**config.mk**
```make
export PLATFORM = sky130hd
export DESIGN_NAME = zip_dbg_top
export DESIGN_NICKNAME = d
export VERILOG_FILES = /design/src/hdl/zip_dbg_bus_pkg.sv /design/src/hdl/zip_dbg_ctl_pkg.sv /design/src/hdl/dbg_skid_buffer.sv /design/src/hdl/dbg_write_path.sv /design/src/hdl/dbg_read_path.sv /design/src/hdl/cpu_run_control.sv /design/src/hdl/zip_dbg_top.sv
export SDC_FILE = /design/constraint.sdc
export NUM_CORES = 1
export LEC_CHECK = 0
export BUFFER_PORTS_ARGS = -buffer_cell sky130_fd_sc_hd__buf_2
export CORE_AREA = 2 2 109 154
export DETAILED_ROUTE_END_ITERATION = 12
export DIE_AREA = 0 0 111 156
export SETUP_SLACK_MARGIN = 0.15
export SYNTH_ARGS = -nofsm -noshare
export SYNTH_HDL_FRONTEND = slang
export SYNTH_SLANG_ARGS = --single-unit
```
**constraint.sdc**
```tcl
create_clock -name S_AXI_ACLK -period 4.1 [get_ports S_AXI_ACLK]
set_input_delay 0.205 -clock S_AXI_ACLK [delete_from_list [all_inputs] [get_ports S_AXI_ACLK]]
set_output_delay 0.205 -clock S_AXI_ACLK [all_outputs]
set_load 0.1 [all_outputs]
```
**src/hdl/zip_dbg_bus_pkg.sv**
```systemverilog
// Debug AXI-lite bus package
// Bus widths and the word address split
// Register index and control word select
// Response code and the W channel beat type

package zip_dbg_bus_pkg;

	// Bus geometry
	localparam int DBG_ADDR_WIDTH = 8;
	localparam int DBG_DATA_WIDTH = 32;
	// Byte offset bits below the word address
	localparam int DBG_LSB = 2;

	// Word address map
	// Bit 5 picks the control word over a core register
	localparam int CTRL_SEL_BIT = 5;
	localparam int REG_IDX_WIDTH = 5;

	// Only response this slave ever gives
	localparam logic [1:0] RESP_OKAY = 2'b00;

	typedef logic [DBG_ADDR_WIDTH-DBG_LSB-1:0] dbg_word_addr_t;
	typedef logic [REG_IDX_WIDTH-1:0] dbg_reg_idx_t;

	// Data and strobe travel as one skid payload
	typedef struct packed {
		logic [DBG_DATA_WIDTH-1:0]   data;
		logic [DBG_DATA_WIDTH/8-1:0] strb;
	} dbg_wbeat_t;

endpackage

```
**src/hdl/zip_dbg_ctl_pkg.sv**
```systemverilog
// Run control package
// Control word command bits
// Power-up reset hold length and start state
// Status word bit layout
// Reset hold counter type

package zip_dbg_ctl_pkg;

	//////////////////////////////
	// Control word
	//////////////////////////////

	// Byte 0 carries the reset request
	localparam int RESET_BIT = 6;
	// Byte 1 carries step, halt and clear cache
	localparam int STEP_BIT = 8;
	localparam int HALT_BIT = 10;
	localparam int CLEAR_CACHE_BIT = 11;

	// Cycles of reset after all reset sources let go
	localparam int RESET_DURATION = 10;
	// Core runs out of reset
	localparam logic START_HALTED = 1'b0;

	//////////////////////////////
	// Status word
	//////////////////////////////

	localparam int STAT_RESET = 6;
	// Interrupt shows up twice
	localparam int STAT_IRQ = 7;
	localparam int STAT_IRQ_HI = 16;
	// Set when the core is not stalled
	localparam int STAT_HALTED = 9;
	localparam int STAT_HALT = 10;
	// Three condition bits at 14..12
	localparam int STAT_CC_LSB = 12;
	localparam int STAT_BREAK = 15;

	// Counter must hold RESET_DURATION itself
	typedef logic [$clog2(RESET_DURATION+1)-1:0] reset_count_t;

endpackage

```
**src/hdl/dbg_skid_buffer.sv**
```systemverilog
// Valid/ready skid buffer
// Pass-through while the output side takes data
// One stored beat when the output stalls
// Payload type set by a type parameter

`timescale 1ns/1ps

module dbg_skid_buffer #(
	parameter type T = logic
) (
	input  logic S_AXI_ACLK,
	input  logic S_AXI_ARESETN,
	// Upstream side
	input  logic i_valid,
	output logic o_ready,
	input  T     i_data,
	// Downstream side
	output logic o_valid,
	input  logic i_ready,
	output T     o_data
);

	// Captured beat
	logic r_valid;
	T     r_data;

	// Stored beat blocks the upstream side
	assign o_ready = !r_valid;

	// Skid register flag
	always_ff @(posedge S_AXI_ACLK)
	begin
		if (!S_AXI_ARESETN)
			r_valid <= 1'b0;
		else if (i_valid && o_ready && !i_ready)
			// Beat arrives while the output stalls
			r_valid <= 1'b1;
		else if (i_ready)
			r_valid <= 1'b0;
	end

	// Payload only loads while the buffer is empty
	always_ff @(posedge S_AXI_ACLK)
	begin
		if (o_ready)
			r_data <= i_data;
	end

	// Stored beat goes out first
	assign o_valid = r_valid || i_valid;
	assign o_data = r_valid ? r_data : i_data;

endmodule

```
**src/hdl/dbg_write_path.sv**
```systemverilog
// Debug bus write side
// AW and W skid buffers and the write acceptance
// Core register write strobe with index and data
// Control word hand-off and the B channel

`timescale 1ns/1ps

module dbg_write_path (
	input  logic                          S_AXI_ACLK,
	input  logic                          S_AXI_ARESETN,
	// AW channel
	input  logic                          i_awvalid,
	output logic                          o_awready,
	input  logic [7:0]                    i_awaddr,
	// W channel
	input  logic                          i_wvalid,
	output logic                          o_wready,
	input  logic [31:0]                   i_wdata,
	input  logic [3:0]                    i_wstrb,
	// B channel
	output logic                          o_bvalid,
	input  logic                          i_bready,
	output logic [1:0]                    o_bresp,
	// Core debug write port
	input  logic                          i_core_stall,
	output logic                          o_core_we,
	output zip_dbg_bus_pkg::dbg_reg_idx_t o_core_wreg,
	output logic [31:0]                   o_core_wdata,
	// Pulses towards run control
	output logic                          o_reg_write,
	output logic                          o_ctl_write,
	output logic [31:0]                   o_ctl_data,
	output logic [3:0]                    o_ctl_strb
);

	zip_dbg_bus_pkg::dbg_word_addr_t aw_addr;
	zip_dbg_bus_pkg::dbg_wbeat_t     w_beat;
	zip_dbg_bus_pkg::dbg_wbeat_t     w_in;
	logic aw_valid, w_valid;
	logic write_ready, write_stall, ctl_sel, reg_go;

	//////////////////////////////
	// Skid buffers
	//////////////////////////////

	// Byte offset dropped here
	dbg_skid_buffer #(
		.T(zip_dbg_bus_pkg::dbg_word_addr_t)
	) aw_skid_i (
		.S_AXI_ACLK   (S_AXI_ACLK),
		.S_AXI_ARESETN(S_AXI_ARESETN),
		.i_valid      (i_awvalid),
		.o_ready      (o_awready),
		.i_data       (i_awaddr[zip_dbg_bus_pkg::DBG_ADDR_WIDTH-1:zip_dbg_bus_pkg::DBG_LSB]),
		.o_valid      (aw_valid),
		.i_ready      (write_ready),
		.o_data       (aw_addr)
	);

	assign w_in.data = i_wdata;
	assign w_in.strb = i_wstrb;

	dbg_skid_buffer #(
		.T(zip_dbg_bus_pkg::dbg_wbeat_t)
	) w_skid_i (
		.S_AXI_ACLK   (S_AXI_ACLK),
		.S_AXI_ARESETN(S_AXI_ARESETN),
		.i_valid      (i_wvalid),
		.o_ready      (o_wready),
		.i_data       (w_in),
		.o_valid      (w_valid),
		.i_ready      (write_ready),
		.o_data       (w_beat)
	);

	//////////////////////////////
	// Acceptance
	//////////////////////////////

	assign ctl_sel = aw_addr[zip_dbg_bus_pkg::CTRL_SEL_BIT];
	// Earlier core write still waiting on the core
	assign write_stall = o_core_we && i_core_stall;

	// Control and zero-strobe writes skip the core stall
	assign write_ready = aw_valid && w_valid
		&& ((w_beat.strb == '0) || ctl_sel || !write_stall)
		&& (!o_bvalid || i_bready);

	assign reg_go = write_ready && (|w_beat.strb) && !ctl_sel;
	assign o_reg_write = reg_go;

	// Control word goes on raw
	assign o_ctl_write = write_ready && ctl_sel;
	assign o_ctl_data = w_beat.data;
	assign o_ctl_strb = w_beat.strb;

	// Core write strobe held through the stall
	always_ff @(posedge S_AXI_ACLK)
	begin
		if (!S_AXI_ARESETN)
			o_core_we <= 1'b0;
		else if (!write_stall)
			o_core_we <= reg_go;
	end

	// Index and data frozen with the strobe
	always_ff @(posedge S_AXI_ACLK)
	begin
		if (!write_stall)
		begin
			o_core_wreg <= aw_addr[zip_dbg_bus_pkg::REG_IDX_WIDTH-1:0];
			o_core_wdata <= w_beat.data;
		end
	end

	// B channel
	always_ff @(posedge S_AXI_ACLK)
	begin
		if (!S_AXI_ARESETN)
			o_bvalid <= 1'b0;
		else if (write_ready)
			o_bvalid <= 1'b1;
		else if (i_bready)
			o_bvalid <= 1'b0;
	end

	assign o_bresp = zip_dbg_bus_pkg::RESP_OKAY;

endmodule

```
**src/hdl/dbg_read_path.sv**
```systemverilog
// Debug bus read side
// AR skid buffer and the read acceptance
// Pending flag for core register reads
// R channel loaded from the core or the status word

`timescale 1ns/1ps

module dbg_read_path (
	input  logic                          S_AXI_ACLK,
	input  logic                          S_AXI_ARESETN,
	// AR channel
	input  logic                          i_arvalid,
	output logic                          o_arready,
	input  logic [7:0]                    i_araddr,
	// R channel
	output logic                          o_rvalid,
	input  logic                          i_rready,
	output logic [31:0]                   o_rdata,
	output logic [1:0]                    o_rresp,
	// Core read port and status
	output zip_dbg_bus_pkg::dbg_reg_idx_t o_core_rreg,
	input  logic [31:0]                   i_core_rdata,
	input  logic [31:0]                   i_status
);

	zip_dbg_bus_pkg::dbg_word_addr_t ar_addr;
	logic ar_valid, read_ready, read_pending, status_sel;

	dbg_skid_buffer #(
		.T(zip_dbg_bus_pkg::dbg_word_addr_t)
	) ar_skid_i (
		.S_AXI_ACLK   (S_AXI_ACLK),
		.S_AXI_ARESETN(S_AXI_ARESETN),
		.i_valid      (i_arvalid),
		.o_ready      (o_arready),
		.i_data       (i_araddr[zip_dbg_bus_pkg::DBG_ADDR_WIDTH-1:zip_dbg_bus_pkg::DBG_LSB]),
		.o_valid      (ar_valid),
		.i_ready      (read_ready),
		.o_data       (ar_addr)
	);

	// Control word address reads back the status word
	assign status_sel = ar_addr[zip_dbg_bus_pkg::CTRL_SEL_BIT];

	// One read in flight and R must be free
	assign read_ready = ar_valid && !read_pending && (!o_rvalid || i_rready);

	// Core sees the index straight from the skid output
	assign o_core_rreg = ar_addr[zip_dbg_bus_pkg::REG_IDX_WIDTH-1:0];

	// Core answers one cycle after the index
	always_ff @(posedge S_AXI_ACLK)
	begin
		if (!S_AXI_ARESETN)
			read_pending <= 1'b0;
		else
			read_pending <= read_ready && !status_sel;
	end

	// Status answers at once and register reads a cycle later
	always_ff @(posedge S_AXI_ACLK)
	begin
		if (!S_AXI_ARESETN)
			o_rvalid <= 1'b0;
		else if (!o_rvalid || i_rready)
			o_rvalid <= (read_ready && status_sel) || read_pending;
	end

	// Data only moves while R is free
	always_ff @(posedge S_AXI_ACLK)
	begin
		if (!o_rvalid || i_rready)
			o_rdata <= read_pending ? i_core_rdata : i_status;
	end

	assign o_rresp = zip_dbg_bus_pkg::RESP_OKAY;

endmodule

```
**src/hdl/cpu_run_control.sv**
```systemverilog
// CPU run control
// Power-up and external reset hold
// Halt, single step and clear cache commands
// Status word assembly

`timescale 1ns/1ps

module cpu_run_control (
	input  logic        S_AXI_ACLK,
	input  logic        S_AXI_ARESETN,
	input  logic        i_cpu_reset,
	input  logic        i_interrupt,
	// Write side events
	input  logic        i_reg_write,
	input  logic        i_ctl_write,
	input  logic [31:0] i_ctl_data,
	input  logic [3:0]  i_ctl_strb,
	// Core debug state
	input  logic        i_core_we,
	input  logic        i_core_stall,
	input  logic        i_core_break,
	input  logic [2:0]  i_core_cc,
	// Commands to the core
	output logic        o_cmd_reset,
	output logic        o_cmd_halt,
	output logic        o_cmd_step,
	output logic        o_cmd_clear_cache,
	output logic [31:0] o_status
);

	zip_dbg_ctl_pkg::reset_count_t reset_counter;
	logic reset_hold;
	logic run_byte, write_stall;

	// Byte 1 holds step, halt and clear cache
	assign run_byte = i_ctl_write && i_ctl_strb[1];
	// Register write still pending at the core
	assign write_stall = i_core_we && i_core_stall;

	//////////////////////////////
	// Reset hold
	//////////////////////////////

	// Reloads on every reset source
	always_ff @(posedge S_AXI_ACLK)
	begin
		if (!S_AXI_ARESETN || i_cpu_reset)
			reset_counter <= zip_dbg_ctl_pkg::reset_count_t'(zip_dbg_ctl_pkg::RESET_DURATION);
		else if (reset_counter > 0)
			reset_counter <= reset_counter - 1'b1;
	end

	always_ff @(posedge S_AXI_ACLK)
	begin
		if (!S_AXI_ARESETN || i_cpu_reset)
			reset_hold <= 1'b1;
		else
			reset_hold <= (reset_counter > 1);
	end

	// Break restarts a free-running core
	always_ff @(posedge S_AXI_ACLK)
	begin
		if (!S_AXI_ARESETN || i_cpu_reset)
			o_cmd_reset <= 1'b1;
		else if (reset_hold)
			o_cmd_reset <= 1'b1;
		else if (i_core_break && !zip_dbg_ctl_pkg::START_HALTED)
			o_cmd_reset <= 1'b1;
		else
			// One-cycle pulse from byte 0
			o_cmd_reset <= i_ctl_write && i_ctl_strb[0]
				&& i_ctl_data[zip_dbg_ctl_pkg::RESET_BIT];
	end

	//////////////////////////////
	// Halt
	//////////////////////////////

	// Later checks win over the release
	always_ff @(posedge S_AXI_ACLK)
	begin
		if (!S_AXI_ARESETN)
			o_cmd_halt <= zip_dbg_ctl_pkg::START_HALTED;
		else if (i_cpu_reset && !i_reg_write && !write_stall)
			o_cmd_halt <= zip_dbg_ctl_pkg::START_HALTED;
		else if (o_cmd_reset && zip_dbg_ctl_pkg::START_HALTED)
			o_cmd_halt <= zip_dbg_ctl_pkg::START_HALTED;
		else
		begin
			// Release on a clear-halt or step, core idle
			if (!i_core_we && !i_core_stall && run_byte
				&& (!i_ctl_data[zip_dbg_ctl_pkg::HALT_BIT]
				|| i_ctl_data[zip_dbg_ctl_pkg::STEP_BIT]))
				o_cmd_halt <= 1'b0;
			// Break parks a core that starts halted
			if (i_core_break && zip_dbg_ctl_pkg::START_HALTED)
				o_cmd_halt <= 1'b1;
			// Plain halt request
			if (run_byte && i_ctl_data[zip_dbg_ctl_pkg::HALT_BIT]
				&& !i_ctl_data[zip_dbg_ctl_pkg::STEP_BIT])
				o_cmd_halt <= 1'b1;
			// Register writes need a stopped core
			if (i_reg_write)
				o_cmd_halt <= 1'b1;
			// Step runs one instruction then stops
			if (o_cmd_step)
				o_cmd_halt <= 1'b1;
			if (o_cmd_clear_cache)
				o_cmd_halt <= 1'b1;
			if (run_byte && i_ctl_data[zip_dbg_ctl_pkg::CLEAR_CACHE_BIT])
				o_cmd_halt <= 1'b1;
		end
	end

	// Step pulse lasts until the core moves
	always_ff @(posedge S_AXI_ACLK)
	begin
		if (!S_AXI_ARESETN || i_cpu_reset)
			o_cmd_step <= 1'b0;
		else if (run_byte && i_ctl_data[zip_dbg_ctl_pkg::STEP_BIT])
			o_cmd_step <= 1'b1;
		else if (!i_core_stall)
			o_cmd_step <= 1'b0;
	end

	// Clear cache only together with halt
	always_ff @(posedge S_AXI_ACLK)
	begin
		if (!S_AXI_ARESETN || o_cmd_reset)
			o_cmd_clear_cache <= 1'b0;
		else if (run_byte && i_ctl_data[zip_dbg_ctl_pkg::CLEAR_CACHE_BIT]
			&& i_ctl_data[zip_dbg_ctl_pkg::HALT_BIT])
			o_cmd_clear_cache <= 1'b1;
		else if (o_cmd_halt && !i_core_stall)
			o_cmd_clear_cache <= 1'b0;
	end

	//////////////////////////////
	// Status word
	//////////////////////////////

	always_comb
	begin
		o_status = '0;
		o_status[zip_dbg_ctl_pkg::STAT_RESET] = o_cmd_reset;
		o_status[zip_dbg_ctl_pkg::STAT_IRQ] = i_interrupt;
		o_status[zip_dbg_ctl_pkg::STAT_HALTED] = !i_core_stall;
		o_status[zip_dbg_ctl_pkg::STAT_HALT] = o_cmd_halt;
		o_status[zip_dbg_ctl_pkg::STAT_CC_LSB +: 3] = i_core_cc;
		o_status[zip_dbg_ctl_pkg::STAT_BREAK] = i_core_break;
		o_status[zip_dbg_ctl_pkg::STAT_IRQ_HI] = i_interrupt;
	end

endmodule

```
**src/hdl/zip_dbg_top.sv**
```systemverilog
// Debug slave top level
// Write path feeding run control
// Read path returning core registers or status
// Core debug port brought out to the pins

`timescale 1ns/1ps

module zip_dbg_top (
	input  logic                          S_AXI_ACLK,
	input  logic                          S_AXI_ARESETN,
	// Debug bus
	input  logic                          i_dbg_awvalid,
	output logic                          o_dbg_awready,
	input  logic [7:0]                    i_dbg_awaddr,
	input  logic                          i_dbg_wvalid,
	output logic                          o_dbg_wready,
	input  logic [31:0]                   i_dbg_wdata,
	input  logic [3:0]                    i_dbg_wstrb,
	output logic                          o_dbg_bvalid,
	input  logic                          i_dbg_bready,
	output logic [1:0]                    o_dbg_bresp,
	input  logic                          i_dbg_arvalid,
	output logic                          o_dbg_arready,
	input  logic [7:0]                    i_dbg_araddr,
	output logic                          o_dbg_rvalid,
	input  logic                          i_dbg_rready,
	output logic [31:0]                   o_dbg_rdata,
	output logic [1:0]                    o_dbg_rresp,
	// System inputs
	input  logic                          i_cpu_reset,
	input  logic                          i_interrupt,
	// Core debug port
	input  logic                          i_core_stall,
	input  logic                          i_core_break,
	input  logic [2:0]                    i_core_cc,
	input  logic [31:0]                   i_core_rdata,
	output logic                          o_core_we,
	output zip_dbg_bus_pkg::dbg_reg_idx_t o_core_wreg,
	output logic [31:0]                   o_core_wdata,
	output zip_dbg_bus_pkg::dbg_reg_idx_t o_core_rreg,
	// Run commands
	output logic                          o_cmd_reset,
	output logic                          o_cmd_halt,
	output logic                          o_cmd_step,
	output logic                          o_cmd_clear_cache
);

	logic        reg_write, ctl_write;
	logic [31:0] ctl_data, status;
	logic [3:0]  ctl_strb;

	dbg_write_path write_path_i (
		.S_AXI_ACLK   (S_AXI_ACLK),
		.S_AXI_ARESETN(S_AXI_ARESETN),
		.i_awvalid    (i_dbg_awvalid),
		.o_awready    (o_dbg_awready),
		.i_awaddr     (i_dbg_awaddr),
		.i_wvalid     (i_dbg_wvalid),
		.o_wready     (o_dbg_wready),
		.i_wdata      (i_dbg_wdata),
		.i_wstrb      (i_dbg_wstrb),
		.o_bvalid     (o_dbg_bvalid),
		.i_bready     (i_dbg_bready),
		.o_bresp      (o_dbg_bresp),
		.i_core_stall (i_core_stall),
		.o_core_we    (o_core_we),
		.o_core_wreg  (o_core_wreg),
		.o_core_wdata (o_core_wdata),
		.o_reg_write  (reg_write),
		.o_ctl_write  (ctl_write),
		.o_ctl_data   (ctl_data),
		.o_ctl_strb   (ctl_strb)
	);

	// Commands and status
	cpu_run_control run_control_i (
		.S_AXI_ACLK       (S_AXI_ACLK),
		.S_AXI_ARESETN    (S_AXI_ARESETN),
		.i_cpu_reset      (i_cpu_reset),
		.i_interrupt      (i_interrupt),
		.i_reg_write      (reg_write),
		.i_ctl_write      (ctl_write),
		.i_ctl_data       (ctl_data),
		.i_ctl_strb       (ctl_strb),
		.i_core_we        (o_core_we),
		.i_core_stall     (i_core_stall),
		.i_core_break     (i_core_break),
		.i_core_cc        (i_core_cc),
		.o_cmd_reset      (o_cmd_reset),
		.o_cmd_halt       (o_cmd_halt),
		.o_cmd_step       (o_cmd_step),
		.o_cmd_clear_cache(o_cmd_clear_cache),
		.o_status         (status)
	);

	dbg_read_path read_path_i (
		.S_AXI_ACLK   (S_AXI_ACLK),
		.S_AXI_ARESETN(S_AXI_ARESETN),
		.i_arvalid    (i_dbg_arvalid),
		.o_arready    (o_dbg_arready),
		.i_araddr     (i_dbg_araddr),
		.o_rvalid     (o_dbg_rvalid),
		.i_rready     (i_dbg_rready),
		.o_rdata      (o_dbg_rdata),
		.o_rresp      (o_dbg_rresp),
		.o_core_rreg  (o_core_rreg),
		.i_core_rdata (i_core_rdata),
		.i_status     (status)
	);

endmodule

```
======== Word-level counts from Yosys, hierarchy flattened ========
Cells that the tools add are included.
word-level totals
  register bits ........................... 133
  bits of input ports ..................... 98
  logic and storage cells ................. 116
cells by class
  $add $sub $neg .......................... 1
  $lt $le $gt $ge ......................... 2
  eq/ne operators ......................... 1
  mux-type cells .......................... 21
  bitwise gates (word level) .............. 1
  reduce and logical (&&, ||, !) cells .... 69
operators with widths
  operator             count
  $mux 36              1
  $logic_and 1x1->1    31
  $logic_not 1->1      17
  $mux 1               17
  $mux 17              1
  $mux 6               2
  $logic_or 1x1->1     11
  $reduce_bool 2->1    5
  $gt 4x1->1 const B   2
  $reduce_bool 6->1    1
  $logic_not 4->1      1
  $reduce_or 4->1      1
  $sub 4x1->4 const B  1
  $reduce_or 3->1      1
  $ne 2x1->1 const B   1
  $reduce_or 2->1      1
  $not 1->1            1

======== Logic depth before layout (Yosys ltp) ========
Gate-level depths: netlist of run 1.
  word-level depth ........................ 16
  gate-level depth with buffers ........... 6

======== Cells and area by module ========
From an unflattened synthesis of run 1, not the netlist that was laid out.
unflattened totals
  cell total of the unflattened synthesis .. 332
  area, all modules ....................... 5321.4 um2
by module, submodules not included
  module                                       times used  cells each  area each (um2)  seq. area each (um2)
  dbg_read_path                                1           80          1606.5           1001.0
  dbg_write_path                               1           57          1281.2           1151.1
  dbg_skid_buffer (write_path_i.w_skid_i)      1           80          1275.0           740.7
  cpu_run_control                              1           81          678.2            180.2
  dbg_skid_buffer (read_path_i.ar_skid_i ...)  2           17          240.2            140.1

======== Least setup slack after synthesis of run 1 ========
Ideal clock, no wire load.
  path kind ............................... register to register
  start point ............................. reg write_path_i.o_core_we
  end point ............................... reg write_path_i.aw_skid_i.r_valid
  library setup time ...................... 80 ps
  arrival time ............................ 2722 ps
  required time ........................... 4020 ps
  slack ................................... 1298 ps
  cell stages (with the launch flop) ...... 4
  buffers on the path ..................... 0
  clock period less this slack ............ 2802 ps
  cells stage by stage .................... dfxtp_1 nand2_1 o31a_2 nor3b_1
on the way
  longest elaborated chain between the ends .. 8
  elaborated cells on any way between the ends .. 9
ends and longest elaborated chain
  what                                                line                   RTL
  from (decl)                                         dbg_write_path.sv:26   output logic o_core_we,
  from (signal assigned)                              dbg_write_path.sv:103  o_core_we <= reg_go;
  $logic_and 1x1->1 *                                 dbg_write_path.sv:82   assign write_stall = o_core_we && i_core_stall;
  $logic_not 1->1 *                                   dbg_write_path.sv:86   && ((w_beat.strb == '0) || ctl_sel || !write_stall)
  $logic_or 1x1->1 *                                  dbg_write_path.sv:86
  $logic_and 1x1->1 *                                 dbg_write_path.sv:86
  $logic_and 1x1->1 *                                 dbg_write_path.sv:87   && (!o_bvalid || i_bready);
  $logic_not 1->1                                     dbg_skid_buffer.sv:35  else if (i_valid && o_ready && !i_ready)
  $logic_and 1x1->1                                   dbg_skid_buffer.sv:35
  $mux 1 / $reduce_bool 2->1 (equally long branches)  n/a
  to (signal assigned)                                dbg_skid_buffer.sv:34  r_valid <= 1'b0;
  to (signal assigned)                                dbg_skid_buffer.sv:37  r_valid <= 1'b1;
  to (signal assigned)                                dbg_skid_buffer.sv:39  r_valid <= 1'b0;
  to (decl)                                           dbg_skid_buffer.sv:24  logic r_valid;
Mark *: on every way between the ends. The rest lies on a longest branch, timed or not.
A chain may end at the register's enable or synchronous reset.

======== Final worst setup path of run 1 ========
  start point ............................. reg write_path_i.w_skid_i.r_valid
  end point ............................... reg run_control_i.o_cmd_halt
on the way
  longest elaborated chain between the ends .. 15
  elaborated cells on any way between the ends .. 31
ends and longest elaborated chain
  what                            line                    RTL
  from (decl)                     dbg_skid_buffer.sv:24
  from (signal assigned)          dbg_skid_buffer.sv:34
  from (signal assigned)          dbg_skid_buffer.sv:37
  from (signal assigned)          dbg_skid_buffer.sv:39
  $mux 36                         n/a
  $logic_not 4->1                 dbg_write_path.sv:86
  $logic_or 1x1->1 (2 in series)  dbg_write_path.sv:86
  $logic_and 1x1->1               dbg_write_path.sv:86
  $logic_and 1x1->1               dbg_write_path.sv:87
  $logic_and 1x1->1               dbg_write_path.sv:93    assign o_ctl_write = write_ready && ctl_sel;
  $logic_and 1x1->1               cpu_run_control.sv:36   assign run_byte = i_ctl_write && i_ctl_strb[1];
  $logic_and 1x1->1               cpu_run_control.sv:100  if (run_byte && i_ctl_data[zip_dbg_ctl_pkg::HALT_BIT]
  $logic_and 1x1->1               cpu_run_control.sv:101  && !i_ctl_data[zip_dbg_ctl_pkg::STEP_BIT])
  $mux 1                          cpu_run_control.sv:100
  $mux 1                          cpu_run_control.sv:104  if (i_reg_write)
  $mux 1                          cpu_run_control.sv:107  if (o_cmd_step)
  $mux 1                          cpu_run_control.sv:109  if (o_cmd_clear_cache)
  $mux 1                          cpu_run_control.sv:111  if (run_byte && i_ctl_data[zip_dbg_ctl_pkg::CLEAR_CACHE_BIT])
  to (signal assigned)            cpu_run_control.sv:84   o_cmd_halt <= zip_dbg_ctl_pkg::START_HALTED;
  to (signal assigned)            cpu_run_control.sv:86   o_cmd_halt <= zip_dbg_ctl_pkg::START_HALTED;
  to (signal assigned)            cpu_run_control.sv:88   o_cmd_halt <= zip_dbg_ctl_pkg::START_HALTED;
  to (decl)                       cpu_run_control.sv:25   output logic o_cmd_halt,
Parallel ways exist; a longest one is shown, timed or not.

==> results of run 1 <==
power breakdown:
group	internal, mW	switching, mW	total (mW)
clock network	1.01	0.598	1.61
registers	1.54	0.0535	1.59
logic	0.153	0.698	0.852
total	2.70	1.35	4.05
cells in the final DEF, fill, tap and decap left out, types with 2 or more instances in the layout:
cell type	netlist	routed
nand2b_1	6	6
inv_6	0	5
o31ai_1	2	2
clkinv_4	0	2
nand3_1	2	2
nor2b_1	2	2
o221ai_1	2	2
and2_1	24	24
buf_2	4	177
inv_1	8	8
nor2_1	7	7
mux2_2	50	50
ha_1	2	2
nor3b_1	3	3
inv_8	0	2
nor3_1	3	3
a21oi_1	2	2
nand2_1	17	16
dfxtp_1	64	63
edfxtp_1	69	69
o21ai_0	8	8
conb_1	1	4
or3_1	2	2
mux2i_1	2	2
clkbuf_16	0	18
bufinv_16	0	3
a21boi_0	2	2
worst max-delay path, delay by kind of cell, from the launching register on:
| kind | cells | cell delay (ns) |
|---|---|---|
| AO/OA/AOI/OAI | 2 | 0.37 |
| flip-flops | 1 | 0.95 |
| multiplexers | 1 | 0.38 |
| AND/OR/NAND/NOR | 1 | 0.29 |
area by class of cell:
cell class	count	area [µm²]
flip-flops and latches	133	3350
well taps	199	249
fillers	1522	9510
clock inverters	14	186
clock buffers	18	450
repair buffers	178	893
multi-input cells	155	1220
inverters	8	30.0
stage by stage:
| step | hold slack [ns] | total power [mW] | cells | setup WS [ns] | utilization (%) |
|---|---|---|---|---|---|
| after global routing | 0.0100 | 4.19 | 705 | 1.80 | 40.2 |
| after detailed placement | 0.434 | 2.48 | 673 | 1.93 | 36.2 |
| final | 0.0299 | 4.05 | 705 | 1.97 | 40.2 |
| after CTS | 0.00395 | 4.10 | 705 | 1.91 | 40.2 |
| after global placement | 0.439 | 2.46 | 673 | 1.96 | 36.2 |
| after floorplan | 0.296 | 2.33 | 316 | 1.30 | - |
sequential cells by signal, summed over array words and instances (netlist names), 4 cells and up:
signal,cells
read_path_i.ar_skid_i.r_data,6
write_path_i.w_skid_i.r_data,36
read_path_i.o_rdata,32
write_path_i.o_core_wreg,5
write_path_i.aw_skid_i.r_data,6
write_path_i.o_core_wdata,32
run_control_i.reset_counter,4
layer usage:
layer	vias up	wire length, µm
met3	20	683
met1	1439	3890
met4	0	286
li1	1470	-
met5	-	0
met2	112	5390
worst max path at each step:
stage	from	endpoint	slack, ns
4_1_cts	write_path_i.w_skid_i.r_valid	run_control_i.o_cmd_halt	1.91
3_3_place_gp	write_path_i.w_skid_i.r_valid	run_control_i.o_cmd_halt	1.96
6_report	write_path_i.w_skid_i.r_valid	run_control_i.o_cmd_halt	1.97
5_1_grt	write_path_i.w_skid_i.r_valid	run_control_i.o_cmd_halt	1.80
2_1_floorplan	write_path_i.o_core_we	write_path_i.aw_skid_i.r_valid	1.30
3_5_place_dp	write_path_i.w_skid_i.r_valid	run_control_i.o_cmd_halt	1.93
cell families after synthesis:
family | synth area share, %
mux | 12.7
xor+xnor | 0.186
flops | 71.2
buf+inv | 3.21
fa+ha+maj | 0.531
compound gates | 3.69
simple gates | 8.42
other cells | 0.0796
==> flow_summary.yaml, run 1 <==
route:
  wirelength_um: 10200
  drc: 0
  wire_per_inst_um: 14.5
  final_antenna_net_count: 0
  vias: 3041
  viasPerCell: 4.31
  drt_iter0_drc: 70
  firstDrtPassIters: 4
timing:
  relSlewSlack_pct: 30.7
  drv_slew: 0
  hold_viol: 0
  period_minus_slack_ns: 2.13
  finalSetupTns_ns: 0
  worst_pin_slew_ns: 1.04
  fmax_ghz: 0.469
  setup_viol: 0
  clock_skew_ns: 0.00619
  rsz0062_at_grt: "false"
  finalCritPeriodShare_pct: 52.0
status:
  status: "completed"
global_route:
  antenna_found_initial: 0
  grt_overflow: 0
  use_met1_pct: 12.1
  busiest_layer: "met2"
  grt_max_degree: 44
  grt_pass1_vias: 3265
  grt_pass1_wl_um: 16000
  grtUsageTotal_pct: 12.0
  use_met2_pct: 20.8
  grt_use_met3_pct: 4.43
hold_path:
  min_path_cells: 2
  holdCritPathClass: "in2reg"
  hold_start: "i_dbg_awaddr[5]"
  holdPathEnd: "write_path_i.aw_skid_i.r_data[3]"
setup_path:
  reg2regPathDepth: 4
  crit_required_ns: 4.38
  crit_path_end_kind: "register"
  crit_arrival_ns: 2.41
  cpMaxStageDelayCell: "dfxtp_2"
  rrSetupSlack_ns: 1.97
  r2r-start: "write_path_i.w_skid_i.r_valid"
  worstPathCellList: "mux2i_1, and4b_2, a211oi_1, o221ai_1"
  critical_path.max_stage_delay_ns: 0.95
  critPathKind: "reg2reg"
  path_max_fanout: 42
  reg2reg_to: "run_control_i.o_cmd_halt"
  startpoint_type: "register"
clock_tree:
  clock_latency_ns: 0.42
  cts_resized: 0
  clockBufferDepth: 2
  cts_setup_buffers: 0
  cts.sinks: 133
  hold_buffers: 0
  cts_tree: "built"
  cts_buffers: 17
  root_buffer: "clkbuf_16"
  cts.clk_slew.worst_paths_ns: 0.06
  htree_levels: 4
finish:
  area_delta_synth_final_pct: 35.5
  drive_above_1_share_pct: 53.0
  antenna_cells: 0
  fin_nets: 593
  final_cell_area_um2: 6380
floorplanning:
  fp.dieW_um: 111
  start_util_pct: 29.6
  dieArea_um2: 17300
  die_h_um: 156
  rows: 55
  core_area_um2: 15900
  io_pins: 186
synthesis:
  synth-edff-count: 69
  ys_seq_area_share_pct: 71.2
  yosysMostFrequentCell: "edfxtp_1"
  synthesis.area_um2: 4710
  yosysUniqueCellTypes: 40
  ys_warn_count: 0
  avgSynthCellArea_um2: 15.1
  ys_ff_latch: 133
  async_flop_share_pct: 0
  syn-instance-count: 313
  synth_top_cell_by_area: "edfxtp_1"
  synth_top_area_share_pct: 44.0
  synth_common_cells: "edfxtp_1, dfxtp_1, mux2_2"
  synth.area.top_cells: "edfxtp_1, dfxtp_1, mux2_2"
  synth-main-ff-cell: "edfxtp_1"
place:
  finalWeightedCongestion: 0.770
  dp.final_hpwl_um: 7550
  postPlaceCellArea_um2: 5750
  portBuffers: 177
power_and_ir_drop:
  vdd_drop_max_uv: 260
  p_leak_nw: 2.78
  p_per_area_nw_per_um2: 635
job:
  maxCapViolations: 0
(Power assumes the default switching activity.)
==> inputs of run 2 (changes only) <==
--- a/config.mk
+++ b/config.mk
@@ -5,10 +5,11 @@
 export SDC_FILE = /design/constraint.sdc
 export NUM_CORES = 1
 export LEC_CHECK = 0
+export ABC_AREA = 1
 export BUFFER_PORTS_ARGS = -buffer_cell sky130_fd_sc_hd__buf_2
-export CORE_AREA = 2 2 109 154
+export CORE_AREA = 2 2 110 155
 export DETAILED_ROUTE_END_ITERATION = 12
-export DIE_AREA = 0 0 111 156
+export DIE_AREA = 0 0 112 157
 export SETUP_SLACK_MARGIN = 0.15
 export SYNTH_ARGS = -nofsm -noshare
 export SYNTH_HDL_FRONTEND = slang
==> constraint.sdc (replaced) <==
create_clock -name S_AXI_ACLK -period 1.99 [get_ports S_AXI_ACLK]
set_input_delay 0.0995 -clock S_AXI_ACLK [delete_from_list [all_inputs] [get_ports S_AXI_ACLK]]
set_output_delay 0.0995 -clock S_AXI_ACLK [all_outputs]
set_load 0.1 [all_outputs]
==> flow_summary.yaml, run 2 <==
synthesis:
  synth_top_area_share_pct: 43.5
  ys_seq_area_share_pct: 70.4
  synth.area.top_cells: "edfxtp_1, dfxtp_1, nand2_1"
  synth_top_cell_by_area: "edfxtp_1"
  avgSynthCellArea_um2: 10.6
  synth_common_cells: "nand2_1, edfxtp_1, dfxtp_1"
  ys_ff_latch: 133
  synth_compound_area_share_pct: 3.91
  synthXorXnorAreaFrac_pct: 0
  syn-instance-count: 449
  yosysUniqueCellTypes: 31
  ys_warn_count: 0
  synthSimpleGateAreaFrac_pct: 18.5
  synthesis.area_um2: 4760
  synth-edff-count: 69
  yosys.area_share.adder_pct: 0.525
  synth-main-ff-cell: "edfxtp_1"
  yosysMostFrequentCell: "nand2_1"
  async_flop_share_pct: 0
  synth_top_family_by_area: "simple AND/OR/NAND/NOR gates"
  synth_mux_area_share_pct: 0
finish:
  largest_reg_flops: 36
  final_cell_mix: "nand2_1, buf_2, dlygate4sd3_1"
  area_delta_synth_final_pct: 53.2
  reg_top3: "write_path_i.w_skid_i.r_data: 36 flops, read_path_i.o_rdata: 32 flops, write_path_i.o_core_wdata: 32 flops"
  fin_cells: 932
  drive_above_1_share_pct: 32.2
  registers.top_by_ff_count: "write_path_i.w_skid_i.r_data"
  final_common_cell: "nand2_1"
  fin_nets: 820
  antenna_cells: 0
setup_path:
  startpoint_type: "register"
  crit_path_end_kind: "output pin"
  critPathKind: "reg2out"
  rrSetupSlack_ns: 0.49
  path_max_fanout: 8
  reg2reg_to: "run_control_i.o_cmd_halt"
  reg2regPathDepth: 11
  r2r-start: "write_path_i.w_skid_i.r_valid"
  crit_required_ns: 1.89
  crit_arrival_ns: 1.58
route:
  wirelength_um: 11900
  viasPerCell: 4.11
  final_antenna_net_count: 0
  drt_iter0_drc: 150
  firstDrtPassIters: 4
  vias: 3835
  wire_per_inst_um: 12.8
  drc: 0
floorplanning:
  start_util_pct: 29.6
  rows: 55
  die_h_um: 157
  io_pins: 186
  dieArea_um2: 17600
  fp.dieW_um: 112
  core_area_um2: 16100
clock_tree:
  htree_levels: 4
  cts_buffers: 17
  cts_setup_buffers: 0
  root_buffer: "clkbuf_16"
  cts_tree: "built"
  clockBufferDepth: 2
  cts.clk_slew.worst_paths_ns: 0.06
  cts.sinks: 133
  clock_latency_ns: 0.40
hold_path:
  hold_start: "i_dbg_wdata[8]"
  min_path_cells: 3
  holdPathEnd: "write_path_i.w_skid_i.r_data[12]"
  holdCritPathClass: "in2reg"
power_and_ir_drop:
  p_per_area_nw_per_um2: 1150
  p_leak_nw: 3.63
  comb_power_share_pct: 25.0
  sw_frac_of_total_pct: 35.0
  vdd_drop_max_uv: 548
  seqPwrFrac_pct: 39.1
  power.switching_mw: 2.93
  power.internal_mw: 5.45
  power.share.clock_pct: 35.9
timing:
  hold_viol: 0
  clock_skew_ns: 0.00706
  worst_pin_slew_ns: 0.549
  finalSetupTns_ns: 0
  setup_viol: 0
  drv_slew: 0
  relSlewSlack_pct: 63.3
  fin_ws_ns: 0.313
  fmax_ghz: 0.596
  finalCritPeriodShare_pct: 84.3
  rsz0062_at_grt: "false"
  period_minus_slack_ns: 1.68
global_route:
  grt_overflow: 0
  grt_pass1_wl_um: 18400
  grtUsageTotal_pct: 13.3
  antenna_found_initial: 0
  grt_max_degree: 33
  grt_pass1_vias: 3829
status:
  status: "completed"
place:
  dp.final_hpwl_um: 7870
  finalWeightedCongestion: 0.798
  dp.cells: 813
  place_ws_ns: 0.482
  portBuffers: 177
job:
  maxCapViolations: 0
-- run 2: cell types whose count changed after synthesis, moves of 3 or more --
cell	change
mux2_2	-50
nand2_1	+169
o21ai_0	+5
buf_2	-3
a21oi_1	+7
inv_1	+37
or2_2	+3
a21oi_2	+3
nand2b_1	-6
and2_1	-24
clkbuf_1	+4
-- run 2: layout make-up --
class	instances	area, µm²
Clock buffer	21	482
Clock inverter	11	98.8
Fill cell	1548	8810
Inverter	47	179
Sequential cell	133	3360
Multi-Input combinational cell	250	1120
Timing Repair Buffer	271	1810
Tap cell	199	249
-- run 2: critical path: stages (launching register included) --
cell and delay [ns]:
dfxtp_1 0.39, inv_1 0.20, nand2_1 0.07, nand2_1 0.08, buf_2 0.43
-- run 2: cell families after synthesis --
kind of cell	after synthesis
adder cells (fa/ha/maj)	2
flip-flops	133
other	1
AND/OR/NAND/NOR	214
AO/OA/AOI/OAI	30
buffers and inverters	69
-- run 2: metrics by stage --
| stage | cell area [µm²] | hold slack [ns] | util (%) | total power [mW] |
|---|---|---|---|---|
| floorplan | 4790 | 0.208 | - | 4.97 |
| global placement | 5840 | 0.310 | 36.3 | 5.29 |
| CTS | 7300 | 0.0101 | 45.3 | 8.49 |
| finish | 7300 | 0.0251 | 45.3 | 8.38 |
| detailed placement | 5840 | 0.313 | 36.3 | 5.30 |
| global route | 7300 | 0.0329 | 45.3 | 8.70 |
-- run 2: how the worst max path moves through the flow --
stage / from / to / slack [ns] / cells past startpoint
after global routing: read_path_i.ar_skid_i.r_valid / o_core_rreg[0] / 0.18 / 4
after global placement: write_path_i.aw_skid_i.r_valid / run_control_i.o_cmd_halt / 0.51 / 6
after floorplan: write_path_i.o_bvalid / run_control_i.o_cmd_halt / 0.21 / 5
after detailed placement: write_path_i.w_skid_i.r_valid / run_control_i.o_cmd_halt / 0.48 / 11
after CTS: write_path_i.w_skid_i.r_valid / o_dbg_wready / 0.27 / 3
final: read_path_i.ar_skid_i.r_valid / o_core_rreg[4] / 0.31 / 4
-- run 2: power groups by stage --
stage | Combinational [mW] | Clock (mW) | Sequential, mW
finish | 2.09 | 3.01 | 3.28
global route | 2.18 | 3.21 | 3.31
CTS | 2.10 | 3.11 | 3.28
detailed placement | 1.96 | 0 | 3.34
global placement | 1.96 | 0 | 3.33
floorplan | 0.424 | 0 | 4.54
-- run 2: what timing repair did --
action                                  in CTS  in global routing
hold buffers                                87                  0
gates resized for setup                      1                  0
endpoints found under the hold margin      116                  0
endpoints found under the setup margin       1                  0
-- run 2: metal layers --
metal	part of all wire, %	routed length [µm]	track usage, %	vias to the layer above
met1	41	4890	14.5	1731
met5	0	0	0	-
li1	-	-	-	1963
met4	3.3	397	7.49	0
met2	51	6100	23.5	116
met3	4.4	520	3.62	25
